$ cat src/zynq_shell_pkg.sv
package zynq_shell_pkg;

   // bus and register widths
   localparam int ADDR_W      = 32;
   localparam int DATA_W      = 32;
   localparam int NUM_REGIONS = 128;

   typedef logic [ADDR_W-1:0]      paddr_t;
   typedef logic [DATA_W-1:0]      word_t;
   typedef logic [NUM_REGIONS-1:0] region_map_t;
   typedef logic [63:0]            req_count_t;

   // profiler regions are 8 MB each, indexed by addr[29:23]
   localparam int REGION_MSB = 29;

   // start of accelerator DRAM space
   // this bit is flipped before the host buffer base is added
   localparam paddr_t ACC_DRAM_BASE = 32'h8000_0000;

   // only the low address bits of the APB port are decoded
   localparam int CSR_ADDR_W = 6;

   typedef logic [CSR_ADDR_W-1:0] csr_addr_t;

   // host-writable registers
   localparam csr_addr_t CSR_CTRL  = 6'h00;
   localparam csr_addr_t CSR_ALLOC = 6'h04;
   localparam csr_addr_t CSR_BASE  = 6'h08;

   // read-only profiler bitmap, lowest region first
   localparam csr_addr_t CSR_PROF0 = 6'h0C;
   localparam csr_addr_t CSR_PROF1 = 6'h10;
   localparam csr_addr_t CSR_PROF2 = 6'h14;
   localparam csr_addr_t CSR_PROF3 = 6'h18;

   // read-only request counter
   localparam csr_addr_t CSR_CNT_LO = 6'h1C;
   localparam csr_addr_t CSR_CNT_HI = 6'h20;

endpackage

$ cat src/dram_profiler.sv
`timescale 1ns/1ps

module dram_profiler
   #(parameter int REGION_TOP = zynq_shell_pkg::REGION_MSB)
   (input  logic                          aclk
    , input  logic                        rst_n_i

    // held high while the accelerator is in reset
    , input  logic                        clear_i

    , input  logic                        accept_i
    , input  zynq_shell_pkg::paddr_t      accept_addr_i

    , output zynq_shell_pkg::region_map_t region_map_o
    , output zynq_shell_pkg::req_count_t  req_count_o
    );

   import zynq_shell_pkg::*;

   localparam int REGION_W = $clog2(NUM_REGIONS);

   region_map_t         region_map_r;
   req_count_t          req_count_r;
   logic [REGION_W-1:0] region_idx;

   // one region per 2^(REGION_TOP-REGION_W+1) bytes
   assign region_idx = accept_addr_i[REGION_TOP -: REGION_W];

   always_ff @(posedge aclk or negedge rst_n_i) begin
      if (!rst_n_i) begin
         region_map_r <= '0;
         req_count_r  <= '0;
      end else if (clear_i) begin
         region_map_r <= '0;
         req_count_r  <= '0;
      end else if (accept_i) begin
         // sticky until the next clear
         region_map_r[region_idx] <= 1'b1;
         req_count_r              <= req_count_r + 1'b1;
      end
   end

   assign region_map_o = region_map_r;
   assign req_count_o  = req_count_r;

endmodule

$ cat src/dram_req_xlate.sv
`timescale 1ns/1ps

module dram_req_xlate
   #(parameter zynq_shell_pkg::paddr_t ACC_BASE = zynq_shell_pkg::ACC_DRAM_BASE)
   (input  logic                     aclk
    , input  logic                   rst_n_i

    , input  logic                   req_enable_i
    , input  zynq_shell_pkg::paddr_t dram_base_i

    // request from the accelerator
    , input  logic                   acc_req_valid_i
    , input  zynq_shell_pkg::paddr_t acc_req_addr_i
    , input  logic                   acc_req_write_i
    , output logic                   acc_req_ready_o

    // translated request to host DRAM
    , output logic                   dram_req_valid_o
    , output zynq_shell_pkg::paddr_t dram_req_addr_o
    , output logic                   dram_req_write_o
    , input  logic                   dram_req_ready_i

    // accept report for the profiler
    , output logic                   accept_o
    , output zynq_shell_pkg::paddr_t accept_addr_o
    );

   import zynq_shell_pkg::*;

   logic   valid_r;
   paddr_t addr_r;
   logic   write_r;

   logic   accept;
   paddr_t xlate_addr;

   // accelerator DRAM base moves to zero, then the host buffer base is added
   assign xlate_addr = (acc_req_addr_i ^ ACC_BASE) + dram_base_i;

   // take a new request when the stage is empty or draining this cycle
   assign acc_req_ready_o = req_enable_i & (~valid_r | dram_req_ready_i);
   assign accept          = acc_req_valid_i & acc_req_ready_o;

   always_ff @(posedge aclk or negedge rst_n_i) begin
      if (!rst_n_i) begin
         valid_r <= 1'b0;
         addr_r  <= '0;
         write_r <= 1'b0;
      end else if (accept) begin
         valid_r <= 1'b1;
         addr_r  <= xlate_addr;
         write_r <= acc_req_write_i;
      end else if (dram_req_ready_i) begin
         // drains even if the enable has dropped
         valid_r <= 1'b0;
      end
   end

   assign dram_req_valid_o = valid_r;
   assign dram_req_addr_o  = addr_r;
   assign dram_req_write_o = write_r;

   // profiler sees the untranslated address
   assign accept_o      = accept;
   assign accept_addr_o = acc_req_addr_i;

endmodule

$ cat src/zynq_shell_csr.sv
`timescale 1ns/1ps

module zynq_shell_csr
   (input  logic                          aclk
    , input  logic                        rst_n_i

    // APB slave port from the host
    , input  logic                        psel_i
    , input  logic                        penable_i
    , input  logic                        pwrite_i
    , input  zynq_shell_pkg::paddr_t      paddr_i
    , input  zynq_shell_pkg::word_t       pwdata_i
    , output zynq_shell_pkg::word_t       prdata_o
    , output logic                        pready_o
    , output logic                        pslverr_o

    // status from the profiler
    , input  zynq_shell_pkg::region_map_t region_map_i
    , input  zynq_shell_pkg::req_count_t  req_count_i

    // control outputs
    , output logic                        acc_reset_n_o
    , output logic                        req_enable_o
    , output zynq_shell_pkg::paddr_t      dram_base_o
    );

   import zynq_shell_pkg::*;

   word_t     ctrl_r;
   word_t     alloc_r;
   paddr_t    base_r;

   csr_addr_t csr_addr;
   logic      apb_access;
   logic      wr_en;
   logic      addr_hit;
   logic      addr_ro;
   word_t     rd_data;

   assign csr_addr   = paddr_i[CSR_ADDR_W-1:0];
   assign apb_access = psel_i & penable_i;
   assign wr_en      = apb_access & pwrite_i;

   // address decode and readback mux
   always_comb begin
      rd_data  = '0;
      addr_hit = 1'b1;
      addr_ro  = 1'b0;
      case (csr_addr)
         CSR_CTRL:  rd_data = ctrl_r;
         CSR_ALLOC: rd_data = alloc_r;
         CSR_BASE:  rd_data = base_r;
         CSR_PROF0: begin
            rd_data = region_map_i[0*DATA_W +: DATA_W];
            addr_ro = 1'b1;
         end
         CSR_PROF1: begin
            rd_data = region_map_i[1*DATA_W +: DATA_W];
            addr_ro = 1'b1;
         end
         CSR_PROF2: begin
            rd_data = region_map_i[2*DATA_W +: DATA_W];
            addr_ro = 1'b1;
         end
         CSR_PROF3: begin
            rd_data = region_map_i[3*DATA_W +: DATA_W];
            addr_ro = 1'b1;
         end
         CSR_CNT_LO: begin
            rd_data = req_count_i[DATA_W-1:0];
            addr_ro = 1'b1;
         end
         CSR_CNT_HI: begin
            rd_data = req_count_i[2*DATA_W-1:DATA_W];
            addr_ro = 1'b1;
         end
         default: addr_hit = 1'b0;
      endcase
   end

   // register writes, only the three rw offsets match here
   always_ff @(posedge aclk or negedge rst_n_i) begin
      if (!rst_n_i) begin
         ctrl_r  <= '0;
         alloc_r <= '0;
         base_r  <= '0;
      end else if (wr_en) begin
         case (csr_addr)
            CSR_CTRL:  ctrl_r  <= pwdata_i;
            CSR_ALLOC: alloc_r <= pwdata_i;
            CSR_BASE:  base_r  <= pwdata_i;
            default: ;
         endcase
      end
   end

   // zero wait states
   assign pready_o  = apb_access;
   assign pslverr_o = apb_access & (~addr_hit | (pwrite_i & addr_ro));
   assign prdata_o  = rd_data;

   // bit 0 of ctrl is the run bit, bit 0 of alloc the allocated flag
   assign acc_reset_n_o = ctrl_r[0];
   assign req_enable_o  = ctrl_r[0] & alloc_r[0];
   assign dram_base_o   = base_r;

endmodule

$ cat src/zynq_shell_top.sv
`timescale 1ns/1ps

module zynq_shell_top
   (input  logic                     aclk
    , input  logic                   rst_n_i

    // APB port from the host
    , input  logic                   psel_i
    , input  logic                   penable_i
    , input  logic                   pwrite_i
    , input  zynq_shell_pkg::paddr_t paddr_i
    , input  zynq_shell_pkg::word_t  pwdata_i
    , output zynq_shell_pkg::word_t  prdata_o
    , output logic                   pready_o
    , output logic                   pslverr_o

    // accelerator DRAM requests
    , input  logic                   acc_req_valid_i
    , input  zynq_shell_pkg::paddr_t acc_req_addr_i
    , input  logic                   acc_req_write_i
    , output logic                   acc_req_ready_o

    // host DRAM requests
    , output logic                   dram_req_valid_o
    , output zynq_shell_pkg::paddr_t dram_req_addr_o
    , output logic                   dram_req_write_o
    , input  logic                   dram_req_ready_i

    // accelerator reset, low while run is clear
    , output logic                   acc_reset_n_o
    );

   import zynq_shell_pkg::*;

   logic        req_enable;
   paddr_t      dram_base;
   logic        accept;
   paddr_t      accept_addr;
   region_map_t region_map;
   req_count_t  req_count;
   logic        prof_clear;

   // profiler state lives only while the accelerator runs
   assign prof_clear = ~acc_reset_n_o;

   zynq_shell_csr csr
     (.aclk           (aclk)
      ,.rst_n_i       (rst_n_i)
      ,.psel_i        (psel_i)
      ,.penable_i     (penable_i)
      ,.pwrite_i      (pwrite_i)
      ,.paddr_i       (paddr_i)
      ,.pwdata_i      (pwdata_i)
      ,.prdata_o      (prdata_o)
      ,.pready_o      (pready_o)
      ,.pslverr_o     (pslverr_o)
      ,.region_map_i  (region_map)
      ,.req_count_i   (req_count)
      ,.acc_reset_n_o (acc_reset_n_o)
      ,.req_enable_o  (req_enable)
      ,.dram_base_o   (dram_base)
      );

   dram_req_xlate #(.ACC_BASE(ACC_DRAM_BASE)) xlate
     (.aclk              (aclk)
      ,.rst_n_i          (rst_n_i)
      ,.req_enable_i     (req_enable)
      ,.dram_base_i      (dram_base)
      ,.acc_req_valid_i  (acc_req_valid_i)
      ,.acc_req_addr_i   (acc_req_addr_i)
      ,.acc_req_write_i  (acc_req_write_i)
      ,.acc_req_ready_o  (acc_req_ready_o)
      ,.dram_req_valid_o (dram_req_valid_o)
      ,.dram_req_addr_o  (dram_req_addr_o)
      ,.dram_req_write_o (dram_req_write_o)
      ,.dram_req_ready_i (dram_req_ready_i)
      ,.accept_o         (accept)
      ,.accept_addr_o    (accept_addr)
      );

   dram_profiler #(.REGION_TOP(REGION_MSB)) profiler
     (.aclk           (aclk)
      ,.rst_n_i       (rst_n_i)
      ,.clear_i       (prof_clear)
      ,.accept_i      (accept)
      ,.accept_addr_i (accept_addr)
      ,.region_map_o  (region_map)
      ,.req_count_o   (req_count)
      );

endmodule
$ cat config.mk
export PLATFORM = sky130hd
export DESIGN_NAME = zynq_shell_top
export DESIGN_NICKNAME = d
export VERILOG_FILES = /design/src/zynq_shell_pkg.sv /design/src/dram_profiler.sv /design/src/dram_req_xlate.sv /design/src/zynq_shell_csr.sv /design/src/zynq_shell_top.sv
export SDC_FILE = /design/constraint.sdc
export NUM_CORES = 1
export LEC_CHECK = 0
export BUFFER_PORTS_ARGS = -buffer_cell sky130_fd_sc_hd__buf_2
export CAP_MARGIN = 30
export CORE_ASPECT_RATIO = 0.5
export CORE_MARGIN = 3
export CORE_UTILIZATION = 55
export DETAILED_ROUTE_END_ITERATION = 6
export GPL_ROUTABILITY_DRIVEN = 1
export PLACE_DENSITY_LB_ADDON = 0.1
export SYNTH_ARGS = -nofsm -noshare
export SYNTH_HDL_FRONTEND = slang
export SYNTH_SLANG_ARGS = --single-unit
export TNS_END_PERCENT = 5
$ cat constraint.sdc
create_clock -name aclk -period 3.2 [get_ports aclk]
set_clock_uncertainty 0.05 [all_clocks]
set_input_delay 0.32 -clock aclk [delete_from_list [all_inputs] [get_ports aclk]]
set_output_delay 0.32 -clock aclk [all_outputs]
set_load 0.005 [all_outputs]
Word level (Yosys, flattened, before mapping). Cells that the tools add are included.

Output and inout bits: 70. Input port bits: 104. ROM bits: 0. Logic and storage cells: 53. Bits in writable memories: 0. Memories kept: 0. Register bits after elaboration: 322. Latch bits: 0.

Eq/ne operators: 9. Multiplexer cells: 11. Shift-type cells: 0. $mul: 0. Add/subtract/negate cells: 2. Bitwise gates (word level): 13. Divide/modulo/power cells: 0. Magnitude comparators: 2. Reduce and logical (&&, ||, !) cells: 8.

Operators with widths (count): $pmux 32 s9 (1); $mux 128 (2); $mux 64 (2); $or 128x128->128 (1); $add 64x1->64 const B (1); $add 32x32->32 (1); $eq 6x5->1 const B (4); $eq 6x4->1 const B (2); $reduce_or 9->1 (1); $lt 7x8->1 const B (1); $and 1x1->1 (7); $demux 1 s7 (1); $ge 7x1->1 const B (1); $eq 6x3->1 const B (1); $eq 6x6->1 const B (1); $logic_not 6->1 (1); $reduce_and 2->1 (3); $reduce_or 6->1 (1); $mux 1 (5); $not 1->1 (3); $ne 2x2->1 const B (1); $or 1x1->1 (2); $reduce_bool 2->1 (1); $logic_and 1x1->1 (1).

Logic depth before layout (Yosys ltp). Gate-level depths: netlist (run 1).

Depth in word-level cells: 7. Gate-level depth with buffers: 10.

Modules after synthesis. Synthesis (run 1) repeated with hierarchy kept, for this count alone.

Cells, all modules: 1643. Area total of the unflattened synthesis: 16794.9 µm².

Modules (own cells, without submodules): dram_profiler (cells an instance 820, area each 8002.7 µm², times used 1, sequential area each 4804.6 µm²); zynq_shell_csr (cells an instance 427, area each 5511.5 µm², times used 1, sequential area each 2402.3 µm²); dram_req_xlate (cells an instance 395, area each 3276.9 µm², times used 1, sequential area each 850.8 µm²); zynq_shell_top (cells an instance 1, area each 3.8 µm², times used 1, sequential area each 0.0 µm²).

Worst setup path before layout (run 1). No wires, ideal clock.

Path kind: register to register. Start: reg csr.base_r[1] (netlist: csr.dram_base_o[1]). End: reg xlate.addr_r[25] (netlist: xlate.dram_req_addr_o[25]). Arrival time: 2.375 ns. Required time: 3.015 ns. Cell stages (with the launch flop): 10. Setup time: 0.135 ns. Path slack: 0.640 ns. Cell sequence: dfrtp_1 -> ha_1 -> a211o_1 -> a211oi_1 -> o31ai_1 -> a211oi_1 -> nor2_1 -> a311o_1 -> xnor2_1 -> o21ai_0.

Cells in the longest elaborated chain, start to end: 1.

Ends and longest elaborated chain: start: declaration (line zynq_shell_csr.sv:31) `paddr_t base_r;`; start signal: assignment (line zynq_shell_csr.sv:91) `CSR_BASE: base_r <= pwdata_i;`; $add 32x32->32 (line dram_req_xlate.sv:38) `assign xlate_addr = (acc_req_addr_i ^ ACC_BASE) + dram_base_i;`; end signal: assignment (line dram_req_xlate.sv:51) `addr_r <= xlate_addr;`; end: declaration (line dram_req_xlate.sv:31) `paddr_t addr_r;`.

No other way between the ends. A chain may end at the register's enable or synchronous reset.

Worst setup path in the final report (run 1).
Start: reg csr.ctrl_r[0]. End: out acc_reset_n_o.

RTL lines: start: declaration (line zynq_shell_csr.sv:29) `word_t ctrl_r;`; start signal: assignment (line zynq_shell_csr.sv:89) `CSR_CTRL: ctrl_r <= pwdata_i;`; end: declaration (line zynq_shell_top.sv:30) `, output logic acc_reset_n_o`.

No word-level cell between the ends.

==> results of run 1 <==
[final cells by class]
class	instances	area, µm²
Tap cell	382	478
Multi-Input combinational cell	1161	7900
Fill cell	2274	9440
Clock buffer	43	848
Sequential cell	322	8060
Inverter	17	63.8
Timing Repair Buffer	234	1550
Clock inverter	7	114
[Yosys cell counts (6+ instances only)]
cell type	count
dfrtp_1	322
nand2_1	123
a21oi_1	104
nor2b_1	97
mux2_2	96
nor2_1	85
clkbuf_1	78
o21ai_0	78
a22oi_1	62
nand3_1	57
and2_1	55
xnor2_1	51
o21a_1	42
a221oi_1	34
mux2i_1	34
ha_1	32
xor2_1	32
a21o_1	25
inv_1	17
nand4_1	17
nor3_1	17
and3_1	14
buf_1	14
or3_1	12
and4_1	9
nand2b_1	8
or2_2	8
a211oi_1	6
a21boi_0	6
nand3b_1	6
nor4_1	6
[metal layers]
metal,vias up,wire length (µm),global-route usage [%]
met5,-,41,0
li1,6013,-,-
met4,6,1130,6.71
met3,90,6590,13.8
met2,593,21700,47.0
met1,6713,22500,46.0
[state kept, by name (all words and copies together), names as in the netlist]
register and flops:
xlate.dram_req_addr_o 32, xlate.dram_req_valid_o 1, csr.alloc_r 32, profiler.region_map_o 128, profiler.req_count_o 64, xlate.dram_req_write_o 1, csr.ctrl_r 32, csr.dram_base_o 32
[worst min-delay path by stage]
stage	end	depth (start not counted)	from
floorplan	csr.alloc_r[0]	0	rst_n_i
global placement	xlate.dram_req_addr_o[7]	1	rst_n_i
detailed placement	xlate.dram_req_addr_o[7]	1	rst_n_i
CTS	xlate.dram_req_valid_o	3	acc_req_valid_i
global route	csr.ctrl_r[1]	2	pwdata_i[1]
finish	csr.ctrl_r[1]	2	pwdata_i[1]
[through the flow]
stage / total power [mW] / hold WS (ns) / utilization, %
final: 8.51 / 0.00269 / 66.8
after global routing: 8.79 / 0.0300 / 66.8
after CTS: 8.53 / 0.00971 / 66.8
after detailed placement: 4.91 / 0.280 / 62.4
after global placement: 4.89 / 0.280 / 62.3
after floorplan: 4.59 / -0.0256 / -
[worst max-delay path: stages, from the launching register on]
cell	delay [ns]
dfrtp_4	0.43
buf_4	0.70
buf_6	0.57
buf_2	0.23
[cell families (layout without fill, tap and decap cells)]
group	after synthesis	count (layout)	share of synthesized area [%]
XOR/XNOR	83	83	4.45
AND/OR/NAND/NOR	527	527	16.9
buffers and inverters	113	301	2.70
flip-flops	322	322	49.3
multiplexers	130	130	8.69
adder cells (fa/ha/maj)	33	33	2.57
AO/OA/AOI/OAI	388	388	15.4
[cell usage in the layout (no fill, tap or decap), drive strengths merged, types with 51 or more instances in the layout]
master,count
a21oi,104
a22oi,62
and2,55
buf,205
dfrtp,322
mux2,96
nand2,124
nand3,58
nor2,85
nor2b,97
o21ai,78
xnor2,51
[repair_timing]
action	in CTS	in global routing
hold buffers	28	0
hold endpoints to repair	146	0
endpoints found under the setup margin	0	6
resized for setup	0	3
[where the power goes]
part	leakage, nW	internal (mW)	switching, mW	total (mW)
registers	4.48	4.14	0.0632	4.20
clock network	0.475	2.06	1.57	3.64
logic	3.96	0.271	0.402	0.673
==> key figures, run 1 <==
Outcome
  – Status: completed

Critical path
  – Req. time, crit path: 2.83 ns
  – R2R depth: 10
  – Critical Path End: acc_reset_n_o
  – Crit path launch: csr.ctrl_r[0]
  – R2r setup slk: 0.27 ns
  – Worst r2r dst: xlate.dram_req_addr_o[30]
  – Crit Path Category: reg -> out
  – CP Capture Type: output port
  – Critical Path Source Type: flip-flop
  – Arrival @ worst endpoint: 2.61 ns
  – Reg2reg start: csr.dram_base_o[0]
  – Critical path peak fanout: 102

Global route
  – Vias in the first global route: 13100
  – Largest net degree at the start of global routing: 103
  – Tot GR Track Use: 32.5%
  – Initial antenna violation count: 4
  – First-pass GRT wire length: 79400 µm
  – GRT Residual Overflow: 0

Drt
  – First-pass iteration count of the detailed router: 6
  – Final ANT Viol Nets: 0
  – DR WL/cell: 24.0 µm
  – Vias: 13400
  – 1st-iter DRT viols: 1285
  – Via density: 6.19
  – Final wirelength: 51900 µm
  – DRC errors left: 0

Floorplan
  – Die H: 128 µm
  – Placement Rows: 43
  – I/O Pins: 174
  – Core area: 28500 µm²
  – Initial Util: 57.5%
  – Die W: 250 µm
  – Die Area: 32000 µm²

Cells and area
  – Nets: 1902
  – Post-Layout Cell Count: 2166
  – Design Area, Final: 19000 µm²
  – Area grow syn2layout: 16.3%
  – Diode count: 0
  – Fraction of layout cells with a size suffix above 1: 21.1%

Power
  – P per Cell Area: 447 nW/µm²
  – Peak supply drop: 0.386 mV
  – Static leakage: 8.92 nW

Synthesis
  – FF+latch count, synth: 322
  – Post-synth EDFFs: 0
  – Synthesized area: 16400 µm²
  – Synth cell types: 58
  – Syn Inst Count: 1596
  – Post-synthesis sequential area ratio: 49.3%
  – Avg Cell Area, Syn: 10.2 µm²
  – Post-synth top area share: 49.3%
  – Synth top area cells: dfrtp_1, mux2_2, nor2b_1
  – Ys async rst share: 100%
  – Ys flop type: dfrtp_1
  – Syn nets: 1733
  – Synth warn: 0
  – Biggest area consumer among synthesized cells: dfrtp_1

Timing
  – Worst-margin pin slew: 0.932 ns
  – Unrepaired setup endpoints after global routing: false
  – Fmax: 335 MHz
  – Rel. slew slack: 37.2%
  – Post-Route Setup TNS: 0 ns
  – Hold Vio Cnt, Final: 0
  – Max-slew violations: 0
  – Tcrit/Tclk final: 93.2%
  – Final Setup Violations: 0
  – Fin worst setup slack: 0.218 ns
  – Minimum clock period: 2.98 ns

Clocking
  – Setup Buffers After CTS: 0
  – Worst skew pair latency: 0.58 ns
  – Cts bufs inserted: 29
  – Clk pin slew, worst setup/hold paths: 0.07 ns
  – Sink Count: 322
  – Root Driver: clkbuf_16
  – CTS tree: yes
  – Bufs on Longest Clock Path: 3
  – H-Tree Depth: 1

Placed design
  – Buffers on Ports: 147
  – Placed insts: 2087
  – Placed inst area: 17800 µm²
  – GPL Wtd Cong: 0.956
  – DP Wirelength: 37200 µm
  – Worst slack at placement: 0.150 ns

Flow run
  – Max-cap viol count: 0

Worst hold path
  – Worst hold path type: in -> reg
Note: power is estimated with default switching activity, not from simulation.
==> inputs of run 2 (changes only) <==
==> constraint.sdc (replaced) <==
create_clock -name aclk -period 3.2 [get_ports aclk]
set_clock_uncertainty 0.05 [all_clocks]
set_input_delay 0.64 -clock aclk [delete_from_list [all_inputs] [get_ports aclk]]
set_output_delay 0.64 -clock aclk [all_outputs]
set_load 0.005 [all_outputs]
==> key figures, run 2 (same netlist as run 1, synthesis figures left out) <==
Power
  – P per Cell Area: 459 nW/µm²
  – Peak supply drop: 0.425 mV
  – Static leakage: 8.94 nW

Floorplan
  – Core area: 28500 µm²
  – Die Area: 32000 µm²
  – Die W: 250 µm
  – Die H: 128 µm
  – Initial Util: 57.5%
  – I/O Pins: 174
  – Placement Rows: 43

Placed design
  – Placed insts: 2109
  – GPL Wtd Cong: 0.950
  – Buffers on Ports: 147
  – DP Wirelength: 37800 µm
  – Placed inst area: 18000 µm²

Drt
  – First-pass iteration count of the detailed router: 5
  – 1st-iter DRT viols: 1552
  – Via density: 6.22
  – DRC errors left: 0
  – Final wirelength: 52400 µm
  – Vias: 13500
  – DR WL/cell: 24.2 µm
  – Final ANT Viol Nets: 0

Timing
  – Minimum clock period: 3.13 ns
  – Hold Vio Cnt, Final: 0
  – Worst-margin pin slew: 0.959 ns
  – Max-slew violations: 0
  – Rel. slew slack: 36.1%
  – Fmax: 319 MHz
  – Tcrit/Tclk final: 97.9%
  – Unrepaired setup endpoints after global routing: false
  – Final Setup Violations: 0

Global route
  – Vias in the first global route: 13300
  – GRT Residual Overflow: 0
  – First-pass GRT wire length: 80100 µm
  – Initial antenna violation count: 6
  – Largest net degree at the start of global routing: 101
  – Tot GR Track Use: 32.8%

Cells and area
  – Design Area, Final: 19000 µm²
  – Fraction of layout cells with a size suffix above 1: 22.5%
  – Nets: 1897
  – Area grow syn2layout: 16.5%
  – Largest register FFs: 128
  – Fillers: 2319
  – Most common cell after layout, fill and taps aside: dfrtp_1
  – Most frequent cells in the layout: dfrtp_1, buf_2, nand2_1
  – Post-Layout Cell Count: 2167

Clocking
  – Bufs on Longest Clock Path: 3
  – Worst skew pair latency: 0.58 ns
  – CTS tree: yes
  – Root Driver: clkbuf_16
  – Sink Count: 322
  – Cts bufs inserted: 30
  – H-Tree Depth: 1
  – Clk pin slew, worst setup/hold paths: 0.07 ns

Critical path
  – R2r setup slk: 0.09 ns
  – Critical path peak fanout: 35
  – R2R depth: 10
  – CP Cell Sequence: buf_2, buf_12, mux2i_1, o21ai_0, a221oi_1, nand3_1, buf_2
  – Critical-path top delay cell: mux2i_1
  – Crit path launch: paddr_i[4]
  – Worst r2r dst: xlate.dram_req_addr_o[30]
  – Req. time, crit path: 2.51 ns
  – Crit Path Category: in -> out
  – Arrival @ worst endpoint: 2.44 ns
  – Reg2reg start: csr.dram_base_o[0]
  – CP Capture Type: output port
  – Critical Path Source Type: primary input
  – CP dominant cell by count: buf_2
  – Max stage delay on crit path: 0.39 ns

Worst hold path
  – Hold Crit Start: acc_req_write_i
  – Worst Hold Path Cells: 3
  – Worst hold path type: in -> reg
  – Hold endpoint: xlate.dram_req_write_o

Flow run
  – Max-cap viol count: 0

Outcome
  – Status: completed
==> run 2: worst max path at each step <==
stage | endpoint | depth (start not counted)
2_1_floorplan | xlate.dram_req_addr_o[25] | 9
3_3_place_gp | prdata_o[0] | 8
3_5_place_dp | xlate.dram_req_addr_o[30] | 10
4_1_cts | prdata_o[21] | 7
5_1_grt | prdata_o[21] | 7
6_report | prdata_o[21] | 7
==> run 2: timing repair <==
action,4_1_cts,5_1_grt
setup endpoints to repair,0,1
hold buffers,1,0
endpoints found under the hold margin,55,0
buffers inserted,0,0
resized for setup,0,1
==> run 2: cell type report <==
type                       instances  area [µm²]  share of cell area, %
sequential                       322        8060                   42.3
multi-input combinational       1161        7890                   41.4
timing repair buffer             228        1500                   7.86
clock buffer                      38         812                   4.26
tap                              382         478                   2.51
clock inverter                    18         235                   1.24
inverter                          17        63.8                  0.335
antenna                            1        2.50                 0.0131
==> run 2: power breakdown <==
part / leakage [nW] / internal [mW] / switching [mW] / total (mW)
registers: 4.48 / 4.14 / 0.0646 / 4.20
logic: 3.96 / 0.266 / 0.402 / 0.668
clock network: 0.500 / 2.21 / 1.66 / 3.87
total: 8.94 / 6.61 / 2.13 / 8.74
==> run 2: worst max-delay path, delay by kind of cell <==
kind,cells,cell delay (ns)
AOI/OAI and AO/OA,2,0.62
buffers and inverters,3,0.60
muxes,1,0.39
and+or+nand+nor,1,0.15
==> run 2: per-layer routing <==
layer  vias to the layer above  wire length [µm]  global-route usage (%)
li1                       6024                 -                       -
met1                      6772             23300                    47.4
met2                       591             21600                    47.3
met3                        93              6190                    11.9
met4                         8              1270                    7.94
met5                         -                96                       0
==> run 2: stage by stage <==
step	hold slack, ns	setup slack (ns)	setup TNS, ns	power, mW	util, %
global route	0.203	0.00148	0	9.01	66.9
finish	0.202	0.0682	0	8.74	66.9
global placement	0.406	-0.0815	-0.383	4.91	63.1
floorplan	0.294	0.400	0	4.59	-
CTS	0.191	0.120	0	8.76	66.9
detailed placement	0.416	-0.108	-0.136	4.93	63.2
